File: src/rhPkg.sv
// Field types, register offsets, CS1 and CS2 bit positions, drive function codes
`default_nettype none

package rhPkg;

   ////////////////////////////////////////////////////////////
   // Field types
   ////////////////////////////////////////////////////////////

   // One 16-bit register word
   typedef logic [15:0] rhWordT;
   // Adapter data bus, big-endian 0:35 numbering
   typedef logic [0:35] devDataT;
   // Register offset inside the block
   typedef logic [2:0] rhRegAddrT;
   // Drive function, held in CS1 bits 5:1
   typedef logic [4:0] rpFunT;
   // Drive unit select
   typedef logic [2:0] rhUnitT;

   // Register offsets, others read as zero
   localparam rhRegAddrT rhAddrCs1 = 3'd0;
   localparam rhRegAddrT rhAddrBa  = 3'd1;
   localparam rhRegAddrT rhAddrCs2 = 3'd2;

   // CS1 layout
   localparam int cs1BitGo   = 0;
   localparam int cs1FunLo   = 1;
   localparam int cs1BitIe   = 6;
   localparam int cs1BitRdy  = 7;
   // Low bit of BA extension field 9:8
   localparam int cs1BaExt   = 8;
   localparam int cs1BitPsel = 10;
   localparam int cs1BitDva  = 11;
   localparam int cs1BitCpe  = 13;
   localparam int cs1BitTre  = 14;
   localparam int cs1BitSc   = 15;

   // CS2 layout
   localparam int cs2UnitLo = 0;
   localparam int cs2BitClr = 5;
   localparam int cs2BitPge = 10;
   localparam int cs2BitNed = 12;

   // Function codes
   localparam rpFunT funNop        = 5'd0;
   localparam rpFunT funDriveClear = 5'd4;
   // Codes at or above this end with drive error
   localparam rpFunT funIllegalMin = 5'd28;

endpackage

`default_nettype wire

File: src/rhCs1.sv
// CS1 register with TRE edge latch, PSEL and IE bits and word assembly
`timescale 1ns/1ps
`default_nettype none

module rhCs1 (
   input  wire                 clk,
   input  wire                 rst,
   input  wire                 devRESET,
   input  wire                 devLOBYTE,
   input  wire                 devHIBYTE,
   input  wire rhPkg::devDataT devDATAI,
   input  wire                 rhcs1WRITE,
   input  wire                 rhCLRGO,
   input  wire                 rhCLRTRE,
   input  wire                 rhPGE,
   input  wire                 rhNED,
   input  wire                 rhCLR,
   input  wire                 rhIACK,
   input  wire                 rpATA,
   input  wire                 rpERR,
   input  wire                 rpDVA,
   input  wire rhPkg::rpFunT   rpFUN,
   input  wire                 rpGO,
   input  wire [1:0]           rhBA,
   output rhPkg::rhWordT       rhCS1
);

   import rhPkg::*;

   logic [35:0] dataLe;
   logic        statTre;
   logic        lastTre;
   logic        cs1Tre;
   logic        cs1Cpe;
   logic        cs1Rdy;
   logic        cs1Psel;
   logic        cs1Ie;
   logic        cs1Sc;

   // Swap bus to little-endian
   assign dataLe = devDATAI;

   ////////////////////////////////////////////////////////////
   // Transfer error
   ////////////////////////////////////////////////////////////

   // Composite error, other controller errors tied off
   assign statTre = rhNED | rhPGE | rpERR;

   always_ff @(posedge clk)
   begin
      if (rst)
         lastTre <= 1'b0;
      else
         lastTre <= statTre;
   end

   // Set on rising edge only
   always_ff @(posedge clk)
   begin
      if (rst || devRESET || rhCLR || rhCLRTRE || rhCLRGO)
         cs1Tre <= 1'b0;
      else if (statTre && !lastTre)
         cs1Tre <= 1'b1;
   end

   // No Massbus parity here
   assign cs1Cpe = 1'b0;

   // Ready whenever drive idle
   assign cs1Rdy = !rpGO;

   // Port select, high byte, only when ready
   always_ff @(posedge clk)
   begin
      if (rst || devRESET || rhCLR)
         cs1Psel <= 1'b0;
      else if (rhcs1WRITE && devHIBYTE && cs1Rdy)
         cs1Psel <= dataLe[cs1BitPsel];
   end

   // Interrupt enable, low byte; acknowledge drops it
   always_ff @(posedge clk)
   begin
      if (rst || devRESET || rhCLR || rhIACK)
         cs1Ie <= 1'b0;
      else if (rhcs1WRITE && devLOBYTE)
         cs1Ie <= dataLe[cs1BitIe];
   end

   assign cs1Sc = cs1Tre | cs1Cpe | rpATA;

   ////////////////////////////////////////////////////////////
   // Word assembly
   ////////////////////////////////////////////////////////////

   always_comb
   begin
      rhCS1                 = '0;
      rhCS1[cs1BitSc]       = cs1Sc;
      rhCS1[cs1BitTre]      = cs1Tre;
      rhCS1[cs1BitCpe]      = cs1Cpe;
      rhCS1[cs1BitDva]      = rpDVA;
      rhCS1[cs1BitPsel]     = cs1Psel;
      rhCS1[cs1BaExt +: 2]  = rhBA;
      rhCS1[cs1BitRdy]      = cs1Rdy;
      rhCS1[cs1BitIe]       = cs1Ie;
      rhCS1[cs1FunLo +: 5]  = rpFUN;
      rhCS1[cs1BitGo]       = rpGO;
   end

endmodule

`default_nettype wire

File: src/rhCs2.sv
// CS2 register with unit select, controller clear pulse and NED and PGE error latches
`timescale 1ns/1ps
`default_nettype none

module rhCs2 (
   input  wire                 clk,
   input  wire                 rst,
   input  wire                 devRESET,
   input  wire                 devLOBYTE,
   input  wire rhPkg::devDataT devDATAI,
   input  wire                 rhcs2WRITE,
   input  wire                 goReject,
   input  wire                 goWhileBusy,
   input  wire                 rhCLRGO,
   input  wire                 rhCLRTRE,
   output rhPkg::rhWordT       rhCS2,
   output rhPkg::rhUnitT       rhUnit,
   output logic                rhCLR,
   output logic                rhNED,
   output logic                rhPGE
);

   import rhPkg::*;

   logic [35:0] dataLe;
   logic        lowWrite;
   logic        errClear;

   // Swap bus to little-endian
   assign dataLe = devDATAI;

   // Low byte write to CS2
   assign lowWrite = rhcs2WRITE & devLOBYTE;

   ////////////////////////////////////////////////////////////
   // Controller clear
   ////////////////////////////////////////////////////////////

   // One cycle wide, follows the write strobe
   // Never stored, so CLR reads back 0
   assign rhCLR = lowWrite & dataLe[cs2BitClr];

   ////////////////////////////////////////////////////////////
   // Unit select
   ////////////////////////////////////////////////////////////

   // Clear wins over a unit load in the same write
   always_ff @(posedge clk)
   begin
      if (rst || devRESET || rhCLR)
         rhUnit <= '0;
      else if (lowWrite)
         rhUnit <= dataLe[cs2UnitLo +: 3];
   end

   ////////////////////////////////////////////////////////////
   // Error latches
   ////////////////////////////////////////////////////////////

   // Shared clear term for NED and PGE
   assign errClear = rst | devRESET | rhCLR | rhCLRTRE | rhCLRGO;

   // Non-existent drive
   // GO issued with no drive at selected unit
   always_ff @(posedge clk)
   begin
      if (errClear)
         rhNED <= 1'b0;
      else if (goReject)
         rhNED <= 1'b1;
   end

   // Program error
   // GO issued while drive still busy
   always_ff @(posedge clk)
   begin
      if (errClear)
         rhPGE <= 1'b0;
      else if (goWhileBusy)
         rhPGE <= 1'b1;
   end

   // Word assembly, unused bits read zero
   always_comb
   begin
      rhCS2                  = '0;
      rhCS2[cs2BitNed]       = rhNED;
      rhCS2[cs2BitPge]       = rhPGE;
      rhCS2[cs2UnitLo +: 3]  = rhUnit;
   end

endmodule

`default_nettype wire

File: src/rhBa.sv
// Bus address register with word-aligned address and CS1-loaded extension bits
`timescale 1ns/1ps
`default_nettype none

module rhBa (
   input  wire                 clk,
   input  wire                 rst,
   input  wire                 devRESET,
   input  wire                 devLOBYTE,
   input  wire                 devHIBYTE,
   input  wire rhPkg::devDataT devDATAI,
   input  wire                 rhbaWRITE,
   input  wire                 rhcs1WRITE,
   input  wire                 rhCLR,
   input  wire                 rpGO,
   output rhPkg::rhWordT       rhBaWord,
   output logic [1:0]          rhBA
);

   import rhPkg::*;

   logic [35:0] dataLe;
   // Bit 0 not stored, always even
   logic [15:1] baAddr;

   // Swap bus to little-endian
   assign dataLe = devDATAI;

   // Address, byte lanes independent
   always_ff @(posedge clk)
   begin
      if (rst || devRESET || rhCLR)
         baAddr <= '0;
      else if (rhbaWRITE)
      begin
         if (devLOBYTE)
            baAddr[7:1] <= dataLe[7:1];
         if (devHIBYTE)
            baAddr[15:8] <= dataLe[15:8];
      end
   end

   // Extension bits, CS1 high byte, locked while busy
   always_ff @(posedge clk)
   begin
      if (rst || devRESET || rhCLR)
         rhBA <= '0;
      else if (rhcs1WRITE && devHIBYTE && !rpGO)
         rhBA <= dataLe[cs1BaExt +: 2];
   end

   assign rhBaWord = {baAddr, 1'b0};

endmodule

`default_nettype wire

File: src/rhDrive.sv
// Single drive model with function latch, GO timing, attention, error and drive available
`timescale 1ns/1ps
`default_nettype none

module rhDrive #(
   parameter int driveLatency = 16
) (
   input  wire                 clk,
   input  wire                 rst,
   input  wire                 devRESET,
   input  wire                 devLOBYTE,
   input  wire rhPkg::devDataT devDATAI,
   input  wire                 rhcs1WRITE,
   input  wire                 rhCLR,
   input  wire rhPkg::rhUnitT  rhUnit,
   output logic                rpGO,
   output rhPkg::rpFunT        rpFUN,
   output logic                rpDVA,
   output logic                rpATA,
   output logic                rpERR,
   output logic                goReject,
   output logic                goWhileBusy
);

   import rhPkg::*;

   typedef enum logic {driveIdle, driveBusy} driveStateT;

   // Counter holds latency minus one
   localparam int cntW = $clog2(driveLatency);

   logic [35:0]     dataLe;
   logic            goWrite;
   rpFunT           newFun;
   driveStateT      state;
   logic [cntW-1:0] cnt;

   // Swap bus to little-endian
   assign dataLe  = devDATAI;
   assign newFun  = dataLe[cs1FunLo +: 5];
   assign goWrite = rhcs1WRITE & devLOBYTE & dataLe[cs1BitGo];

   // Only unit 0 answers
   assign rpDVA = (rhUnit == '0);
   assign rpGO  = (state == driveBusy);

   always_ff @(posedge clk)
   begin
      // Reject pulses last one cycle
      goReject    <= 1'b0;
      goWhileBusy <= 1'b0;
      if (rst || devRESET || rhCLR)
      begin
         state <= driveIdle;
         cnt   <= '0;
         rpFUN <= funNop;
         rpATA <= 1'b0;
         rpERR <= 1'b0;
      end
      else
      begin
         // Count down, finish with attention
         if (state == driveBusy)
         begin
            if (cnt == '0)
            begin
               state <= driveIdle;
               rpATA <= 1'b1;
               if (rpFUN >= funIllegalMin)
                  rpERR <= 1'b1;
            end
            else
               cnt <= cnt - cntW'(1);
         end
         // GO handling
         if (goWrite)
         begin
            if (!rpDVA)
               goReject <= 1'b1;
            else if (state == driveBusy)
               goWhileBusy <= 1'b1;
            else if (newFun == funDriveClear)
            begin
               // Drive clear, no busy period
               rpFUN <= newFun;
               rpATA <= 1'b0;
               rpERR <= 1'b0;
            end
            else
            begin
               state <= driveBusy;
               cnt   <= cntW'(driveLatency - 1);
               rpFUN <= newFun;
               rpATA <= 1'b0;
            end
         end
      end
   end

endmodule

`default_nettype wire

File: src/rhUnibusSlave.sv
// Bus front end with address decode, write strobes, registered read mux and interrupt request
`timescale 1ns/1ps
`default_nettype none

module rhUnibusSlave (
   input  wire                   clk,
   input  wire                   rst,
   input  wire                   devRESET,
   input  wire                   devWRITE,
   input  wire                   devREAD,
   input  wire                   devHIBYTE,
   input  wire rhPkg::rhRegAddrT devADDR,
   input  wire rhPkg::devDataT   devDATAI,
   input  wire rhPkg::rhWordT    rhCS1,
   input  wire rhPkg::rhWordT    rhBaWord,
   input  wire rhPkg::rhWordT    rhCS2,
   input  wire                   rhIACK,
   output logic                  rhcs1WRITE,
   output logic                  rhbaWRITE,
   output logic                  rhcs2WRITE,
   output logic                  rhCLRTRE,
   output logic                  rhCLRGO,
   output rhPkg::devDataT        devDATAO,
   output logic                  devACK,
   output logic                  intReq
);

   import rhPkg::*;

   logic [35:0] dataLe;
   rhWordT      readMux;
   rhWordT      readData;
   logic        lastRdy;
   logic        lastSc;
   logic        intEvent;

   // Swap bus to little-endian
   assign dataLe = devDATAI;

   ////////////////////////////////////////////////////////////
   // Write decode
   ////////////////////////////////////////////////////////////

   assign rhcs1WRITE = devWRITE & (devADDR == rhAddrCs1);
   assign rhbaWRITE  = devWRITE & (devADDR == rhAddrBa);
   assign rhcs2WRITE = devWRITE & (devADDR == rhAddrCs2);

   // TRE clear from high byte bit 14
   assign rhCLRTRE = rhcs1WRITE & devHIBYTE & dataLe[cs1BitTre];
   // GO sits in the low byte
   assign rhCLRGO  = rhcs1WRITE & dataLe[cs1BitGo];

   // Read mux, unmapped offsets give zero
   always_comb
   begin
      case (devADDR)
         rhAddrCs1: readMux = rhCS1;
         rhAddrBa:  readMux = rhBaWord;
         rhAddrCs2: readMux = rhCS2;
         default:   readMux = '0;
      endcase
   end

   // Data held until next read
   always_ff @(posedge clk)
   begin
      if (devREAD)
         readData <= readMux;
   end

   always_ff @(posedge clk)
   begin
      if (rst || devRESET)
         devACK <= 1'b0;
      else
         devACK <= devREAD;
   end

   // Register value in low 16 bits, 20:35
   assign devDATAO = {20'b0, readData};

   ////////////////////////////////////////////////////////////
   // Interrupt request
   ////////////////////////////////////////////////////////////

   // RDY is set out of reset
   always_ff @(posedge clk)
   begin
      if (rst)
      begin
         lastRdy <= 1'b1;
         lastSc  <= 1'b0;
      end
      else
      begin
         lastRdy <= rhCS1[cs1BitRdy];
         lastSc  <= rhCS1[cs1BitSc];
      end
   end

   // Rising RDY or SC with IE set
   assign intEvent = rhCS1[cs1BitIe] &
                     ((rhCS1[cs1BitRdy] & !lastRdy) | (rhCS1[cs1BitSc] & !lastSc));

   always_ff @(posedge clk)
   begin
      if (rst || devRESET || rhIACK)
         intReq <= 1'b0;
      else if (intEvent)
         intReq <= 1'b1;
   end

endmodule

`default_nettype wire

File: src/rhController.sv
// Controller top level connecting bus front end, CS1, CS2, BA and drive model
`timescale 1ns/1ps
`default_nettype none

module rhController #(
   parameter int driveLatency = 16
) (
   input  wire                   clk,
   input  wire                   rst,
   input  wire                   devRESET,
   input  wire                   devWRITE,
   input  wire                   devREAD,
   input  wire                   devHIBYTE,
   input  wire                   devLOBYTE,
   input  wire rhPkg::rhRegAddrT devADDR,
   input  wire rhPkg::devDataT   devDATAI,
   input  wire                   rhIACK,
   output rhPkg::devDataT        devDATAO,
   output logic                  devACK,
   output logic                  intReq,
   output rhPkg::rhWordT         rhCS1
);

   import rhPkg::*;

   // Write strobes and clears
   logic        rhcs1WRITE;
   logic        rhbaWRITE;
   logic        rhcs2WRITE;
   logic        rhCLRTRE;
   logic        rhCLRGO;
   logic        rhCLR;
   // Register words and fields
   rhWordT      rhCS2;
   rhWordT      rhBaWord;
   logic [1:0]  rhBA;
   rhUnitT      rhUnit;
   logic        rhNED;
   logic        rhPGE;
   // Drive status
   logic        rpGO;
   rpFunT       rpFUN;
   logic        rpDVA;
   logic        rpATA;
   logic        rpERR;
   logic        goReject;
   logic        goWhileBusy;

   rhUnibusSlave uSlave (
      .clk(clk), .rst(rst), .devRESET(devRESET), .devWRITE(devWRITE),
      .devREAD(devREAD), .devHIBYTE(devHIBYTE), .devADDR(devADDR),
      .devDATAI(devDATAI), .rhCS1(rhCS1), .rhBaWord(rhBaWord), .rhCS2(rhCS2),
      .rhIACK(rhIACK), .rhcs1WRITE(rhcs1WRITE), .rhbaWRITE(rhbaWRITE),
      .rhcs2WRITE(rhcs2WRITE), .rhCLRTRE(rhCLRTRE), .rhCLRGO(rhCLRGO),
      .devDATAO(devDATAO), .devACK(devACK), .intReq(intReq)
   );

   rhCs1 uCs1 (
      .clk(clk), .rst(rst), .devRESET(devRESET), .devLOBYTE(devLOBYTE),
      .devHIBYTE(devHIBYTE), .devDATAI(devDATAI), .rhcs1WRITE(rhcs1WRITE),
      .rhCLRGO(rhCLRGO), .rhCLRTRE(rhCLRTRE), .rhPGE(rhPGE), .rhNED(rhNED),
      .rhCLR(rhCLR), .rhIACK(rhIACK), .rpATA(rpATA), .rpERR(rpERR),
      .rpDVA(rpDVA), .rpFUN(rpFUN), .rpGO(rpGO), .rhBA(rhBA), .rhCS1(rhCS1)
   );

   rhCs2 uCs2 (
      .clk(clk), .rst(rst), .devRESET(devRESET), .devLOBYTE(devLOBYTE),
      .devDATAI(devDATAI), .rhcs2WRITE(rhcs2WRITE), .goReject(goReject),
      .goWhileBusy(goWhileBusy), .rhCLRGO(rhCLRGO), .rhCLRTRE(rhCLRTRE),
      .rhCS2(rhCS2), .rhUnit(rhUnit), .rhCLR(rhCLR), .rhNED(rhNED), .rhPGE(rhPGE)
   );

   rhBa uBa (
      .clk(clk), .rst(rst), .devRESET(devRESET), .devLOBYTE(devLOBYTE),
      .devHIBYTE(devHIBYTE), .devDATAI(devDATAI), .rhbaWRITE(rhbaWRITE),
      .rhcs1WRITE(rhcs1WRITE), .rhCLR(rhCLR), .rpGO(rpGO),
      .rhBaWord(rhBaWord), .rhBA(rhBA)
   );

   rhDrive #(
      .driveLatency(driveLatency)
   ) uDrive (
      .clk(clk), .rst(rst), .devRESET(devRESET), .devLOBYTE(devLOBYTE),
      .devDATAI(devDATAI), .rhcs1WRITE(rhcs1WRITE), .rhCLR(rhCLR),
      .rhUnit(rhUnit), .rpGO(rpGO), .rpFUN(rpFUN), .rpDVA(rpDVA),
      .rpATA(rpATA), .rpERR(rpERR), .goReject(goReject), .goWhileBusy(goWhileBusy)
   );

endmodule

`default_nettype wire

File: config.mk
export PLATFORM = sky130hd
export DESIGN_NAME = rhController
export DESIGN_NICKNAME = d
export VERILOG_FILES = /design/src/rhPkg.sv /design/src/rhCs1.sv /design/src/rhCs2.sv /design/src/rhBa.sv /design/src/rhDrive.sv /design/src/rhUnibusSlave.sv /design/src/rhController.sv
export SDC_FILE = /design/constraint.sdc
export NUM_CORES = 1
export LEC_CHECK = 0
export ABC_AREA = 1
export BUFFER_PORTS_ARGS = -buffer_cell sky130_fd_sc_hd__buf_2
export CORE_MARGIN = 10
export CORE_UTILIZATION = 45
export CTS_CLUSTER_SIZE = 28
export DETAILED_ROUTE_END_ITERATION = 10
export GPL_ROUTABILITY_DRIVEN = 0
export HOLD_SLACK_MARGIN = 0.06
export MAX_ROUTING_LAYER = met4
export PLACE_DENSITY = 0.71
export SLEW_MARGIN = 20
export SYNTH_ARGS = -nofsm -noshare
export SYNTH_HDL_FRONTEND = slang
export SYNTH_SLANG_ARGS = --single-unit
File: constraint.sdc
create_clock -name clk -period 2.1 [get_ports clk]
set_input_delay 0 -clock clk [delete_from_list [all_inputs] [get_ports clk]]
set_output_delay 0 -clock clk [all_outputs]
set_load 0.02 [all_outputs]
==> metrics <==
status complete, no violations; Area Overhead vs Synth 20.51%; Post-Route Setup TNS 0 ns; Placed Instance Area about 0.003 sq mm; vias in the first global route 2363; overflow left after global routing 0; H-tree depth 3; Mapped Avg Cell Area between 8 and 9 sq um; worst-case reg-to-reg path depth 5; leakage between 1 and 1.5 nW; CTS tree done; drt via density 4.863; via count between 2000 and 2500; FF-to-FF Start uDrive.rpGO$_SDFF_PP0_; Final Hold Fails 0; clk buf depth 2; DIE AREA 0.009743 sq mm; Syn Std Cell Area 0.002788 sq mm; mux share of post-synthesis cell area 0; Starting Density 0.4681; RR Endpoint uCs1.cs1Psel$_SDFFE_PP0P_; CTS buffer count 9; post-synthesis cell type count 36; synth warn 0; PwrDens ~700 mW/mm^2; Period minus WS final 1.854 ns; Worst Hold Class input port to flop; num ports 101; Final ANT Viol Nets 0; endpoints failing setup 0; Min-Delay Endpoint uSlave.devACK$_SDFF_PP0_; largest family of logic cells by synthesized area simple AND/OR/NAND/NOR gates; initial antenna violation count 0; final worst setup slack 0.2458 ns; Critical Path AT roughly 2.1 ns; Synth Area in Adders 0.004488; drt total wl 7175 um; Row Count 28; register area share after synthesis 0.4883; post-synthesis compound-gate area fraction 0.1171; clk_lat worst skew 0.34 ns; Simple-Gate Fraction of Synth Area 0.2352; critical path cell sequence dlygate4sd3_1 > buf_2 > nor2_1 > inv_1 > a21oi_2 > o21ai_0 > dlygate4sd3_1 > nor2_1; Worst Skew 0.008532 ns; IO buf count 58; Max Cap Viol 0; required time of the critical path 2.39 ns; crit end category flop; first-pass GRT wire length 11470 um; Max Slew Vio Count 0; clock sinks 60; post-CTS setup buffer count 0; design area 0.003359 sq mm; synthesized instance count between 300 and 400; initial drt markers 131; CP Class input port to flop; largest net degree at the start of global routing 20; RSZ-0062 raised after global routing false; HP Start devREAD; Crit-path slowest cell dlygate4sd3_1; critical-path maximum fanout 5; final net count 450; hold depth 3; core footprint 0.005956 sq mm; CTS clock-pin slew for the worst setup and hold paths 0.07 ns; post-route clock period utilization 0.8829; share of cells above drive strength 1 0.2531; Total Routing Usage GR 0.1499; slowest stage delay, CP 0.57 ns; startpoint types input port; number of diodes 0; R2R setup slack 0.39 ns; DP HPWL 5231 um; total chip power approximately 0.0023 W; Synth Area in XOR/XNOR 0.003142; DR DRC count 0; Die Ht slightly below 100 um; WL/cell 14.89 um; Peak Freq between 0.5 and 0.6 GHz; Yosys reg bits 60; iteration count of the initial detailed-routing pass 5; root buffer cell clkbuf_8; die width 98.71 um; Peak VDD IR 340.9 uV; pre-CTS WS around 0.59 ns
[routing by layer]
metal,vias up,GRT usage,share of wire
met5,-,-,0
met1,1084,0.1692,0.44
met4,0,0.08600,0.024
met3,12,0.03282,0.061
li1,1159,-,-
met2,89,0.2400,0.47
[sequential cells by signal, summed over array words and instances (netlist names), 2 cells and up]
signal           cells
uDrive.cnt           4
uSlave.readData     16
uBa.rhBA             2
uCs2.rhUnit          3
uBa.baAddr          15
uDrive.rpFUN         5
[through the flow]
step | instances | hold slack [ns] | utilization
6_report | 482 | 0.1013 | 0.5641
5_1_grt | 482 | 0.1071 | 0.5641
4_1_cts | 482 | 0.09427 | 0.5632
3_5_place_dp | 445 | 0.2013 | 0.5013
3_3_place_gp | 445 | 0.1876 | 0.5013
2_1_floorplan | 346 | 0.06941 | -
[layout by cell type (no fill, tap or decap), types with 2 or more instances in the layout]
cell           Yosys  final
a21oi_1           11     11
a21oi_2            8      8
a22o_1             4      4
a31oi_1            2      2
buf_2              2     58
buf_4             30      2
clkbuf_8           0      9
clkinv_2           0      4
clkinvlp_4         0      2
conb_1             1     22
dfxtp_1           44     43
dlygate4sd3_1      0     21
edfxtp_1          16     16
inv_1             31     31
nand2_1           56     56
nand2_2            4      4
nand2_4            3      3
nand3_1           15     15
nand4_1            5      5
nor2_1            43     43
nor2_2             2      2
nor3_1             5      5
o21ai_0           20     20
o21ai_1            2      2
o22ai_1            3      3
[cells in the mapped netlist (all sizes together)]
master	count	area [sq um]
edfxtp	16	480.5
buf	36	280.3
conb	1	3.750
a31oi	2	12.51
o221ai	1	8.760
inv	33	126.4
nand3	17	102.6
ha	1	12.51
clkinv	2	12.51
dfxtp	44	880.8
o22ai	3	18.77
nor2	47	205.2
nand2	63	269.0
a22o	4	35.03
a21oi	19	125.1
nor3	6	41.29
nand4	5	31.28
o21ai	23	126.4
or2	1	6.260
xor2	1	8.760
[power by group]
group          switching, W  internal, W
Sequential       0.00000547      0.00120
Combinational      0.000154    0.0000723
Clock              0.000448     0.000415
Total              0.000607      0.00169
[worst max-delay path by stage]
stage	startpoint	end	slack (ns)	cells past startpoint
after global placement	uDrive.rpGO$_SDFF_PP0_	uDrive.rpFUN[0]$_SDFFE_PP0P_	0.61	5
after CTS	uDrive.rpGO$_SDFF_PP0_	uCs1.cs1Psel$_SDFFE_PP0P_	0.10	5
final	rst	uCs1.cs1Psel$_SDFFE_PP0P_	0.25	8
after detailed placement	uDrive.rpGO$_SDFF_PP0_	uDrive.rpFUN[1]$_SDFFE_PP0P_	0.59	6
after floorplan	uDrive.cnt[0]$_SDFF_PP0_	uDrive.cnt[2]$_SDFF_PP0_	0.91	7
after global routing	rst	uCs1.cs1Psel$_SDFFE_PP0P_	0.14	8
[cell type report]
type | count | area, sq um
Multi-Input combinational cell | 215 | 1086
Timing Repair Buffer | 81 | 515.5
Clock buffer | 10 | 127.6
Clock inverter | 6 | 31.28
Fill cell | 567 | 2596
Tap cell | 75 | 93.84
Sequential cell | 60 | 1363
Inverter | 35 | 142.6
[worst max-delay path, delay by kind of cell]
kind	cells	cell delay, ns
buffers and inverters	4	1.41
AOI/OAI and AO/OA	2	0.39
and+or+nand+nor	2	0.35
[timing repair]
action                                  in CTS  in global routing
hold endpoints to repair                    35                  0
gates resized for setup                      0                  2
endpoints found under the setup margin       0                  1
hold buffers                                21                  0
[logic make-up (layout without fill, tap and decap cells)]
kind of cell,count (synthesis),in the layout
compound gates,52,52
simple gates,139,139
buf+inv,71,132
fa+ha+maj,1,1
other cells,1,22
xor+xnor,1,1
flops,60,60
(Power assumes the default switching activity.)
